File: src/design/video_pkg.sv
`default_nettype none

package video_pkg;

    // --------------------------------------------------
    // Raster timing, small enough for simulation
    // --------------------------------------------------
    localparam int H_ACT   = 64;                        // Active pixels per line
    localparam int H_FP    = 4;
    localparam int H_SYNC  = 8;
    localparam int H_BP    = 8;
    localparam int H_TOTAL = H_SYNC + H_BP + H_ACT + H_FP; // 84

    localparam int V_ACT   = 8;                         // Active lines per frame
    localparam int V_FP    = 1;
    localparam int V_SYNC  = 2;
    localparam int V_BP    = 2;
    localparam int V_TOTAL = V_SYNC + V_BP + V_ACT + V_FP; // 13

    // Phase boundaries, counted from the start of sync
    localparam int H_ACT_START = H_SYNC + H_BP;
    localparam int H_FP_START  = H_ACT_START + H_ACT;
    localparam int V_ACT_START = V_SYNC + V_BP;
    localparam int V_FP_START  = V_ACT_START + V_ACT;

    localparam int X_BITS      = 13;
    localparam int Y_BITS      = 13;
    localparam int COLOR_DEPTH = 8;                     // Bits per channel

    // --------------------------------------------------
    // Colours
    // --------------------------------------------------
    localparam int BAR_WIDTH = H_ACT / 8;
    localparam logic [23:0] BAR_COLORS [8] = '{
        24'hFF_FF_FF, 24'hFF_FF_00, 24'h00_FF_FF, 24'h00_FF_00,  // White yellow cyan green
        24'hFF_00_FF, 24'hFF_00_00, 24'h00_00_FF, 24'h00_00_00   // Magenta red blue black
    };
    localparam logic [COLOR_DEPTH-1:0] GRAY_LEVEL = 8'd85;

    // --------------------------------------------------
    // AXI4-Lite register map
    // --------------------------------------------------
    localparam int AXI_ADDR_BITS = 4;
    localparam int AXI_DATA_BITS = 32;

    localparam logic [AXI_ADDR_BITS-1:0] ADDR_CTRL   = 4'h0; // [0] enable, [2:1] mode
    localparam logic [AXI_ADDR_BITS-1:0] ADDR_SOLID  = 4'h4; // R in [23:16]
    localparam logic [AXI_ADDR_BITS-1:0] ADDR_FRAMES = 4'h8; // Read only

    localparam logic [1:0] RESP_OKAY   = 2'b00;
    localparam logic [1:0] RESP_SLVERR = 2'b10;

    typedef enum logic [1:0] {
        PAT_BLACK = 2'd0,
        PAT_SOLID = 2'd1,
        PAT_BARS  = 2'd2,
        PAT_RAMP  = 2'd3
    } pattern_mode_t;

    typedef enum logic [1:0] {HP_SYNC, HP_BACK, HP_ACTIVE, HP_FRONT} h_phase_t;
    typedef enum logic [1:0] {VP_SYNC, VP_BACK, VP_ACTIVE, VP_FRONT} v_phase_t;

endpackage

`default_nettype wire
File: src/design/video_if.sv
`timescale 1ns/1ns
`default_nettype none

// Timing and active-area position, one pixel per pix_clk
interface video_if;
    import video_pkg::*;

    logic              hs;
    logic              vs;
    logic              de;
    logic [X_BITS-1:0] act_x;    // Column inside the active area
    logic [Y_BITS-1:0] act_y;    // Line inside the active area

    modport source (
        output hs,
        output vs,
        output de,
        output act_x,
        output act_y
    );

    modport sink (
        input hs,
        input vs,
        input de,
        input act_x,
        input act_y
    );

endinterface

`default_nettype wire

File: src/design/video_pattern_top.sv
`timescale 1ns/1ns
`default_nettype none

module video_pattern_top (
    input  wire                                         pix_clk,
    input  wire                                         rst,
    input  wire [video_pkg::AXI_ADDR_BITS-1:0]          s_axil_awaddr,
    input  wire                                         s_axil_awvalid,
    output logic                                        s_axil_awready,
    input  wire [video_pkg::AXI_DATA_BITS-1:0]          s_axil_wdata,
    input  wire [video_pkg::AXI_DATA_BITS/8-1:0]        s_axil_wstrb,
    input  wire                                         s_axil_wvalid,
    output logic                                        s_axil_wready,
    output logic [1:0]                                  s_axil_bresp,
    output logic                                        s_axil_bvalid,
    input  wire                                         s_axil_bready,
    input  wire [video_pkg::AXI_ADDR_BITS-1:0]          s_axil_araddr,
    input  wire                                         s_axil_arvalid,
    output logic                                        s_axil_arready,
    output logic [video_pkg::AXI_DATA_BITS-1:0]         s_axil_rdata,
    output logic [1:0]                                  s_axil_rresp,
    output logic                                        s_axil_rvalid,
    input  wire                                         s_axil_rready,
    output logic                                        hs,
    output logic                                        vs,
    output logic                                        de,
    output logic [video_pkg::COLOR_DEPTH-1:0]           r,
    output logic [video_pkg::COLOR_DEPTH-1:0]           g,
    output logic [video_pkg::COLOR_DEPTH-1:0]           b
);
    import video_pkg::*;

    logic              enable;
    pattern_mode_t     mode;
    logic [23:0]       solid_rgb;
    logic [X_BITS-1:0] h_cnt;
    logic [Y_BITS-1:0] v_cnt;
    logic              frame_start;    // To the FSM and the frame counter

    video_if vid0 ();

    axil_regs regs0 (
        .pix_clk        (pix_clk),
        .rst            (rst),
        .s_axil_awaddr  (s_axil_awaddr),
        .s_axil_awvalid (s_axil_awvalid),
        .s_axil_awready (s_axil_awready),
        .s_axil_wdata   (s_axil_wdata),
        .s_axil_wstrb   (s_axil_wstrb),
        .s_axil_wvalid  (s_axil_wvalid),
        .s_axil_wready  (s_axil_wready),
        .s_axil_bresp   (s_axil_bresp),
        .s_axil_bvalid  (s_axil_bvalid),
        .s_axil_bready  (s_axil_bready),
        .s_axil_araddr  (s_axil_araddr),
        .s_axil_arvalid (s_axil_arvalid),
        .s_axil_arready (s_axil_arready),
        .s_axil_rdata   (s_axil_rdata),
        .s_axil_rresp   (s_axil_rresp),
        .s_axil_rvalid  (s_axil_rvalid),
        .s_axil_rready  (s_axil_rready),
        .enable         (enable),
        .mode           (mode),
        .solid_rgb      (solid_rgb),
        .frame_start    (frame_start)
    );

    raster_counter cnt0 (
        .pix_clk     (pix_clk),
        .rst         (rst),
        .enable      (enable),
        .h_cnt       (h_cnt),
        .v_cnt       (v_cnt),
        .frame_start (frame_start)
    );

    // Counter to outputs is two register stages
    sync_fsm fsm0 (
        .pix_clk     (pix_clk),
        .rst         (rst),
        .h_cnt       (h_cnt),
        .v_cnt       (v_cnt),
        .frame_start (frame_start),
        .vid         (vid0.source)
    );

    pattern_gen pat0 (
        .pix_clk   (pix_clk),
        .rst       (rst),
        .vid       (vid0.sink),
        .mode      (mode),
        .solid_rgb (solid_rgb),
        .hs_out    (hs),
        .vs_out    (vs),
        .de_out    (de),
        .r_out     (r),
        .g_out     (g),
        .b_out     (b)
    );

endmodule

`default_nettype wire

File: src/design/axil_regs.sv
`timescale 1ns/1ns
`default_nettype none

module axil_regs (
    input  wire                                         pix_clk,
    input  wire                                         rst,
    input  wire [video_pkg::AXI_ADDR_BITS-1:0]          s_axil_awaddr,
    input  wire                                         s_axil_awvalid,
    output logic                                        s_axil_awready,
    input  wire [video_pkg::AXI_DATA_BITS-1:0]          s_axil_wdata,
    input  wire [video_pkg::AXI_DATA_BITS/8-1:0]        s_axil_wstrb,
    input  wire                                         s_axil_wvalid,
    output logic                                        s_axil_wready,
    output logic [1:0]                                  s_axil_bresp,
    output logic                                        s_axil_bvalid,
    input  wire                                         s_axil_bready,
    input  wire [video_pkg::AXI_ADDR_BITS-1:0]          s_axil_araddr,
    input  wire                                         s_axil_arvalid,
    output logic                                        s_axil_arready,
    output logic [video_pkg::AXI_DATA_BITS-1:0]         s_axil_rdata,
    output logic [1:0]                                  s_axil_rresp,
    output logic                                        s_axil_rvalid,
    input  wire                                         s_axil_rready,
    output logic                                        enable,
    output video_pkg::pattern_mode_t                    mode,
    output logic [23:0]                                 solid_rgb,
    input  wire                                         frame_start
);
    import video_pkg::*;

    logic                       aw_done;    // Address accepted, waiting for data
    logic                       w_done;     // Data accepted, waiting for address
    logic [AXI_ADDR_BITS-1:0]   wr_addr;
    logic [AXI_DATA_BITS-1:0]   wr_data;
    logic [AXI_DATA_BITS/8-1:0] wr_strb;
    logic                       wr_fire;
    logic                       wr_ok;
    logic [AXI_DATA_BITS-1:0]   rd_data;
    logic                       rd_ok;
    logic [15:0]                frames;

    // Back-pressure while a B response is pending
    assign s_axil_awready = !aw_done && !s_axil_bvalid;
    assign s_axil_wready  = !w_done && !s_axil_bvalid;
    assign s_axil_arready = !s_axil_rvalid;    // One read in flight

    assign wr_fire = aw_done && w_done;
    assign wr_ok   = (wr_addr == ADDR_CTRL) || (wr_addr == ADDR_SOLID); // FRAMES is RO

    // --------------------------------------------------
    // Write path
    // --------------------------------------------------
    always_ff @(posedge pix_clk)
    begin
        if (s_axil_awvalid && s_axil_awready)
            wr_addr <= s_axil_awaddr;
        if (s_axil_wvalid && s_axil_wready)
        begin
            wr_data <= s_axil_wdata;
            wr_strb <= s_axil_wstrb;
        end
    end

    always_ff @(posedge pix_clk)
    begin
        if (rst)
        begin
            aw_done       <= 1'b0;
            w_done        <= 1'b0;
            s_axil_bvalid <= 1'b0;
            s_axil_bresp  <= RESP_OKAY;
            enable        <= 1'b0;
            mode          <= PAT_BLACK;
            solid_rgb     <= '0;
        end
        else
        begin
            if (s_axil_awvalid && s_axil_awready)
                aw_done <= 1'b1;
            if (s_axil_wvalid && s_axil_wready)
                w_done <= 1'b1;
            if (wr_fire)                         // Both halves in, either order
            begin
                aw_done       <= 1'b0;
                w_done        <= 1'b0;
                s_axil_bvalid <= 1'b1;
                s_axil_bresp  <= wr_ok ? RESP_OKAY : RESP_SLVERR;
                if (wr_addr == ADDR_CTRL && wr_strb[0])
                begin
                    enable <= wr_data[0];
                    mode   <= pattern_mode_t'(wr_data[2:1]);
                end
                if (wr_addr == ADDR_SOLID)
                begin
                    for (int i = 0; i < 3; i++)  // Byte lanes B, G, R
                        if (wr_strb[i])
                            solid_rgb[i*8 +: 8] <= wr_data[i*8 +: 8];
                end
            end
            else if (s_axil_bvalid && s_axil_bready)
            begin
                s_axil_bvalid <= 1'b0;
            end
        end
    end

    // --------------------------------------------------
    // Read path
    // --------------------------------------------------
    always_comb
    begin
        rd_data = '0;
        rd_ok   = 1'b1;
        case (s_axil_araddr)
            ADDR_CTRL:   rd_data[2:0]  = {mode, enable};
            ADDR_SOLID:  rd_data[23:0] = solid_rgb;
            ADDR_FRAMES: rd_data[15:0] = frames;
            default:     rd_ok         = 1'b0;     // Unmapped reads as zero
        endcase
    end

    always_ff @(posedge pix_clk)
    begin
        if (s_axil_arvalid && s_axil_arready)
            s_axil_rdata <= rd_data;
    end

    always_ff @(posedge pix_clk)
    begin
        if (rst)
        begin
            s_axil_rvalid <= 1'b0;
            s_axil_rresp  <= RESP_OKAY;
        end
        else if (s_axil_arvalid && s_axil_arready)
        begin
            s_axil_rvalid <= 1'b1;
            s_axil_rresp  <= rd_ok ? RESP_OKAY : RESP_SLVERR;
        end
        else if (s_axil_rvalid && s_axil_rready)
        begin
            s_axil_rvalid <= 1'b0;
        end
    end

    // Frame count, wraps at 16 bits
    always_ff @(posedge pix_clk)
    begin
        if (rst)
            frames <= '0;
        else if (frame_start)
            frames <= frames + 1'b1;
    end

    a_b_hold: assert property (@(posedge pix_clk) disable iff (rst)
        s_axil_bvalid && !s_axil_bready |=> s_axil_bvalid && $stable(s_axil_bresp));
    a_r_hold: assert property (@(posedge pix_clk) disable iff (rst)
        s_axil_rvalid && !s_axil_rready |=> s_axil_rvalid && $stable(s_axil_rdata));

endmodule

`default_nettype wire

File: src/design/pattern_gen.sv
`timescale 1ns/1ns
`default_nettype none

module pattern_gen (
    input  wire                                 pix_clk,
    input  wire                                 rst,
    video_if.sink                               vid,
    input  wire video_pkg::pattern_mode_t       mode,
    input  wire [23:0]                          solid_rgb,
    output logic                                hs_out,
    output logic                                vs_out,
    output logic                                de_out,
    output logic [video_pkg::COLOR_DEPTH-1:0]   r_out,
    output logic [video_pkg::COLOR_DEPTH-1:0]   g_out,
    output logic [video_pkg::COLOR_DEPTH-1:0]   b_out
);
    import video_pkg::*;

    logic [2:0]             bar_idx;    // One of eight bars
    logic [COLOR_DEPTH-1:0] ramp;       // Gray level for this column
    logic [23:0]            pix;        // Packed R G B

    assign bar_idx = 3'(vid.act_x / X_BITS'(BAR_WIDTH));
    assign ramp    = COLOR_DEPTH'({vid.act_x, 2'b00}); // Column times 4

    // --------------------------------------------------
    // Colour select by pattern mode
    // --------------------------------------------------
    always_comb
    begin
        case (mode)
            PAT_BLACK: pix = '0;
            PAT_SOLID: pix = solid_rgb;
            PAT_BARS:  pix = BAR_COLORS[bar_idx];
            PAT_RAMP:  pix = {ramp, ramp, ramp};
            default:   pix = '0;
        endcase
    end

    // Single register stage, syncs delayed along with the pixel
    always_ff @(posedge pix_clk)
    begin
        if (rst)
        begin
            hs_out <= 1'b0;
            vs_out <= 1'b0;
            de_out <= 1'b0;
            r_out  <= '0;
            g_out  <= '0;
            b_out  <= '0;
        end
        else
        begin
            hs_out <= vid.hs;
            vs_out <= vid.vs;
            de_out <= vid.de;
            if (vid.de)
            begin
                r_out <= pix[23:16];
                g_out <= pix[15:8];
                b_out <= pix[7:0];
            end
            else
            begin
                r_out <= '0;                     // Blanking is black
                g_out <= '0;
                b_out <= '0;
            end
        end
    end

    a_blank_black: assert property (@(posedge pix_clk) disable iff (rst)
        !de_out |-> ({r_out, g_out, b_out} == '0));

endmodule

`default_nettype wire

File: src/design/sync_fsm.sv
`timescale 1ns/1ns
`default_nettype none

module sync_fsm (
    input  wire                             pix_clk,
    input  wire                             rst,
    input  wire [video_pkg::X_BITS-1:0]     h_cnt,
    input  wire [video_pkg::Y_BITS-1:0]     v_cnt,
    input  wire                             frame_start,
    video_if.source                         vid
);
    import video_pkg::*;

    h_phase_t h_state;
    h_phase_t h_next;
    v_phase_t v_state;
    v_phase_t v_next;
    logic     run_line;    // Zero count is a real line start, not an idle counter
    logic     in_act;

    // Stopped counters sit at 0,0 without frame_start
    assign run_line = (v_cnt != '0) || frame_start;
    assign in_act   = (h_next == HP_ACTIVE) && (v_next == VP_ACTIVE);

    // --------------------------------------------------
    // Horizontal phase, stepped by pixel position
    // --------------------------------------------------
    always_comb
    begin
        h_next = h_state;
        case (h_cnt)
            '0:                    h_next = run_line ? HP_SYNC : HP_FRONT;
            X_BITS'(H_SYNC):       h_next = HP_BACK;
            X_BITS'(H_ACT_START):  h_next = HP_ACTIVE;
            X_BITS'(H_FP_START):   h_next = HP_FRONT;
            default:               h_next = h_state;
        endcase
    end

    // --------------------------------------------------
    // Vertical phase, only at the line wrap
    // --------------------------------------------------
    always_comb
    begin
        v_next = v_state;
        if (h_cnt == '0)
        begin
            case (v_cnt)
                '0:                    v_next = frame_start ? VP_SYNC : VP_FRONT;
                Y_BITS'(V_SYNC):       v_next = VP_BACK;
                Y_BITS'(V_ACT_START):  v_next = VP_ACTIVE;
                Y_BITS'(V_FP_START):   v_next = VP_FRONT;
                default:               v_next = v_state;
            endcase
        end
    end

    always_ff @(posedge pix_clk)
    begin
        if (rst)
        begin
            h_state   <= HP_FRONT;               // Quiet phase, all strobes low
            v_state   <= VP_FRONT;
            vid.hs    <= 1'b0;
            vid.vs    <= 1'b0;
            vid.de    <= 1'b0;
            vid.act_x <= '0;
            vid.act_y <= '0;
        end
        else
        begin
            h_state <= h_next;
            v_state <= v_next;
            vid.hs  <= (h_next == HP_SYNC);
            vid.vs  <= (v_next == VP_SYNC);      // Whole lines, aligned with hs
            vid.de  <= in_act;
            // Offsets into the active area, 0 elsewhere
            vid.act_x <= in_act ? h_cnt - X_BITS'(H_ACT_START) : '0;
            vid.act_y <= in_act ? v_cnt - Y_BITS'(V_ACT_START) : '0;
        end
    end

    a_de_x: assert property (@(posedge pix_clk) disable iff (rst)
        vid.de |-> vid.act_x < X_BITS'(H_ACT));

    // Sync sits outside the active area
    a_hs_de: assert property (@(posedge pix_clk) disable iff (rst)
        !(vid.hs && vid.de));

endmodule

`default_nettype wire

File: src/design/raster_counter.sv
`timescale 1ns/1ns
`default_nettype none

module raster_counter (
    input  wire                             pix_clk,
    input  wire                             rst,
    input  wire                             enable,
    output logic [video_pkg::X_BITS-1:0]    h_cnt,
    output logic [video_pkg::Y_BITS-1:0]    v_cnt,
    output logic                            frame_start
);
    import video_pkg::*;

    logic h_last;    // Last pixel of the line
    logic v_last;    // Last line of the frame

    assign h_last = (h_cnt == X_BITS'(H_TOTAL - 1));
    assign v_last = (v_cnt == Y_BITS'(V_TOTAL - 1));

    // Top-left of the raster while running, also the first enabled cycle
    assign frame_start = enable && (h_cnt == '0) && (v_cnt == '0);

    always_ff @(posedge pix_clk)
    begin
        if (rst)
        begin
            h_cnt <= '0;
            v_cnt <= '0;
        end
        else if (!enable)
        begin
            h_cnt <= '0;                        // Held so the next enable starts a frame
            v_cnt <= '0;
        end
        else if (h_last)
        begin
            h_cnt <= '0;
            v_cnt <= v_last ? '0 : v_cnt + 1'b1; // Next line, or wrap the frame
        end
        else
        begin
            h_cnt <= h_cnt + 1'b1;
        end
    end

    // Counter never runs past the end of a line
    a_h_range: assert property (@(posedge pix_clk) disable iff (rst)
        h_cnt < X_BITS'(H_TOTAL));

endmodule

`default_nettype wire

File: config.mk
export PLATFORM = sky130hd
export DESIGN_NAME = video_pattern_top
export DESIGN_NICKNAME = d
export VERILOG_FILES = /design/src/design/video_pkg.sv /design/src/design/video_if.sv /design/src/design/video_pattern_top.sv /design/src/design/axil_regs.sv /design/src/design/pattern_gen.sv /design/src/design/sync_fsm.sv /design/src/design/raster_counter.sv
export SDC_FILE = /design/constraint.sdc
export NUM_CORES = 1
export LEC_CHECK = 0
export ABC_CLOCK_PERIOD_IN_PS = 2500
export BUFFER_PORTS_ARGS = -buffer_cell sky130_fd_sc_hd__buf_2
export CORE_ASPECT_RATIO = 1.4
export CORE_MARGIN = 8
export CORE_UTILIZATION = 30
export DETAILED_ROUTE_END_ITERATION = 8
export PLACE_DENSITY = 0.55
export RECOVER_POWER = 25
export REMOVE_ABC_BUFFERS = 1
export SLEW_MARGIN = 20
export SYNTH_ARGS = -nofsm -noshare
export SYNTH_HDL_FRONTEND = slang
export SYNTH_SLANG_ARGS = --single-unit
File: constraint.sdc
create_clock -name pix_clk -period 2.5 [get_ports pix_clk]
set_input_delay 0.5 -clock pix_clk [delete_from_list [all_inputs] [get_ports pix_clk]]
set_output_delay 0.5 -clock pix_clk [all_outputs]
set_load 0.05 [all_outputs]
==> results.ini <==
[critical_path]
critPathRequiredTime_ns = 2.86
crit_path_top_delay_cell = or4_4
cp_max_fo = 8
arrival_ns = 2.69
crit_path_end_kind = register
max_stage_delay_ns = 0.60
crit_type = register to register
r2r_setup_slack_ns = 0.17
cp_cell_sequence = or4_4 -> nor4_4 -> buf_4 -> nand4_1 -> or3_1 -> a21oi_1
startpoint_type = register
r2r_end = regs0.frames[8]
regToRegStartpoint = cnt0.h_cnt[8]
r2r_cells = 6

[clock_network]
cts_tree = yes
clock_sinks = 170
htree_levels = 4
clockBufferDepth = 2
clk_pin_slew_worst_paths_ns = 0.07
cts_made_buffers = 17
clk_root_buffer_cell = clkbuf_16
insertion_delay_ns = 0.43
cts_setup_buffers = 0

[placement]
place_area_sq_mm = 0.007695
dp_hpwl_mm = 12.20
port_buffers = 99
gp_congestion = 0.7952

[timing]
setup-tns-final_ns = 0
fin_skew_ns = 0.01222
max_freq_ghz = 0.4301
maxSlewHeadroom_pct = 8.505
final_hold_viol_count = 0
period_share_pct = 93.01
setup_viol = 0
fin_crit_ns = 2.325
slew_viol_final = 0
worstMarginPinSlew_ns = 1.372
rsz0062_at_grt = false

[run_status]
status = finished, final reports clean

[yosys]
synth-seq-area-share_pct = 58.06
ys_ff_latch = 170
synth_area_leader_cell = dfxtp_1
synth_edf_count = 55
ys.flop_type = dfxtp_1
yosys-top-cells-count = dfxtp_1 (115), nor2_1 (96), edfxtp_1 (55), a21oi_1 (43), inv_1 (41)
synth.distinct_cells = 50
synth-async-reset-ratio_pct = 0
syn_area_per_cell_sq_um = 10.37
synth.most_common_cell = dfxtp_1
netlist_top_cells_area = dfxtp_1 (34%), edfxtp_1 (24%), nor2_1 (5.3%), mux2i_1 (4.6%), a21oi_1 (3.2%)
netlist_instances = 657
netlist_area_sq_mm = 0.006810
synth_warnings = 0
synth_top_area_share_pct = 33.80

[final_layout]
design_area_sq_mm = 0.008215
area_growth_pct = 20.63
diodes = 0
nNetsFinal = 830
drive_gt1_share_pct = 19.92

[route]
routed-wl-met2_mm = 8.462
drt-vias-per-instance = 4.524
routedWlPerCell_um = 15.04
num_vias = 4904
wl_met3_um = 908
top_layer = met4
m1WireLength_mm = 6.562
drcViolationCount = 0
wl_mm = 16.31
ant_nets = 0
drt_iter0_drc = 235
firstDrtPassIters = 4

[die]
die_w_um = 143.3
ios = 119
core_sq_mm = 0.02245
die_h_um = 194.3
row_count = 65
dieArea_sq_mm = 0.02785
start_util_pct = 30.34

[global_routing]
grt_pass1_wl_mm = 26.20
grt-ovfl-total = 0
grt_util_all_layers_pct = 12.07
grt_start_max_net_pins = 29
antenna_found_initial = 0
grt_pass1_vias = 5001

[flow_run]
cap_violations = 0

[worst_hold_path]
hp-start = s_axil_wdata[6]
hold_path_end = regs0.wr_data[6]
hold_depth = 1
min_path_type = input port to register

[power_and_ir_drop]
p_per_area_mw_per_mm2 = 687.3
leakagePower_uw = 0.003267
vdd_ir_drop_max_mv = 0.3688

[worst max path at each step]
| stage | from | to | slack (ns) | cells after the start |
|---|---|---|---|---|
| floorplan | regs0.s_axil_bvalid | regs0.wr_data[0] | 0.05 | 2 |
| CTS | cnt0.h_cnt[8] | regs0.frames[11] | 0.15 | 5 |
| detailed placement | cnt0.h_cnt[8] | regs0.frames[15] | 0.18 | 5 |
| global placement | cnt0.h_cnt[8] | regs0.frames[15] | 0.19 | 5 |
| global route | regs0.frames[2] | regs0.frames[15] | 0.03 | 5 |
| finish | cnt0.h_cnt[8] | regs0.frames[8] | 0.17 | 6 |
[cells in the final DEF, fill, tap and decap left out, drive strengths merged, types with 2 or more instances in the layout]
| cell | instances |
|---|---|
| a211oi | 2 |
| a21oi | 43 |
| a22o | 13 |
| and2 | 7 |
| and3 | 16 |
| and4 | 4 |
| buf | 111 |
| clkbuf | 27 |
| clkinv | 5 |
| conb | 10 |
| dfxtp | 115 |
| edfxtp | 55 |
| ha | 9 |
| inv | 49 |
| mux2i | 31 |
| nand2 | 28 |
| nand2b | 2 |
| nand3 | 14 |
| nand4 | 16 |
| nor2 | 96 |
| nor2b | 7 |
| nor3 | 17 |
| nor4 | 8 |
| nor4b | 2 |
| o21ai | 38 |
| o22ai | 2 |
| o31a | 2 |
| o41ai | 2 |
| or3 | 15 |
| or4 | 2 |
| xnor2 | 8 |
| xor2 | 18 |
[metal layers]
metal	GRT usage, %	vias to the layer above
met5	0	-
met4	5.862	0
met3	3.006	19
met2	21.44	99
met1	12.94	2287
li1	-	2499
[repair_timing]
action / CTS / global route
endpoints found under the setup margin: 0 / 1
hold buffers: 0 / 0
resized for setup: 0 / 1
[power breakdown]
part           internal [uW]  total, uW  switching (uW)
sequential              2920       2940            24.6
clock                   1290       2420            1130
combinational           58.1        280             222
total                   4270       5650            1370
[logic make-up after synthesis]
group	after synthesis	synth area share, %
and+or+nand+nor	241	18.39
DFF	170	58.06
AOI/OAI and AO/OA	103	8.966
buffers and inverters	76	4.979
muxes	31	4.556
xor gates and xnor gates	26	3.344
adders and majority gates	9	1.654
other	1	0.05506
[sequential cells by signal, summed over array words and instances (netlist names), 2 cells and up]
name,flops
cnt0.h_cnt,13
cnt0.v_cnt,13
fsm0.h_state,2
fsm0.v_state,2
fsm0.vid.act_x,6
pat0.b_out,8
pat0.g_out,8
pat0.r_out,8
regs0.frames,16
regs0.mode,2
regs0.s_axil_rdata,24
regs0.solid_rgb,24
regs0.wr_addr,4
regs0.wr_data,24
regs0.wr_strb,3
[critical path, delay by kind of cell, from the launching register on]
kind,cells,cell delay (ns)
AND/OR/NAND/NOR,4,1.58
flip-flops,1,0.35
buffers and inverters,1,0.20
AO/OA/AOI/OAI,1,0.14
[through the flow]
| stage | util [%] | hold WS [ns] | power (uW) | instances | setup WS, ns |
|---|---|---|---|---|---|
| 2_1_floorplan | - | 0.4138 | 3179 | 631 | 0.04767 |
| 3_3_place_gp | 34.28 | 0.4498 | 3296 | 1052 | 0.1900 |
| 3_5_place_dp | 34.28 | 0.4497 | 3297 | 1052 | 0.1761 |
| 4_1_cts | 36.69 | 0.2304 | 5728 | 1084 | 0.1467 |
| 5_1_grt | 36.60 | 0.2258 | 5852 | 1084 | 0.02842 |
| 6_report | 36.60 | 0.2432 | 5647 | 1084 | 0.1748 |
[layout make-up]
class | instances | area, sq um
Timing Repair Buffer | 120 | 629.4
Fill cell | 2286 | 14230
Inverter | 41 | 153.9
Sequential cell | 170 | 3954
Tap cell | 301 | 376.6
Multi-Input combinational cell | 420 | 2560
Clock inverter | 14 | 112.6
Clock buffer | 18 | 429.2
Power figures use the tool's default switching activity.
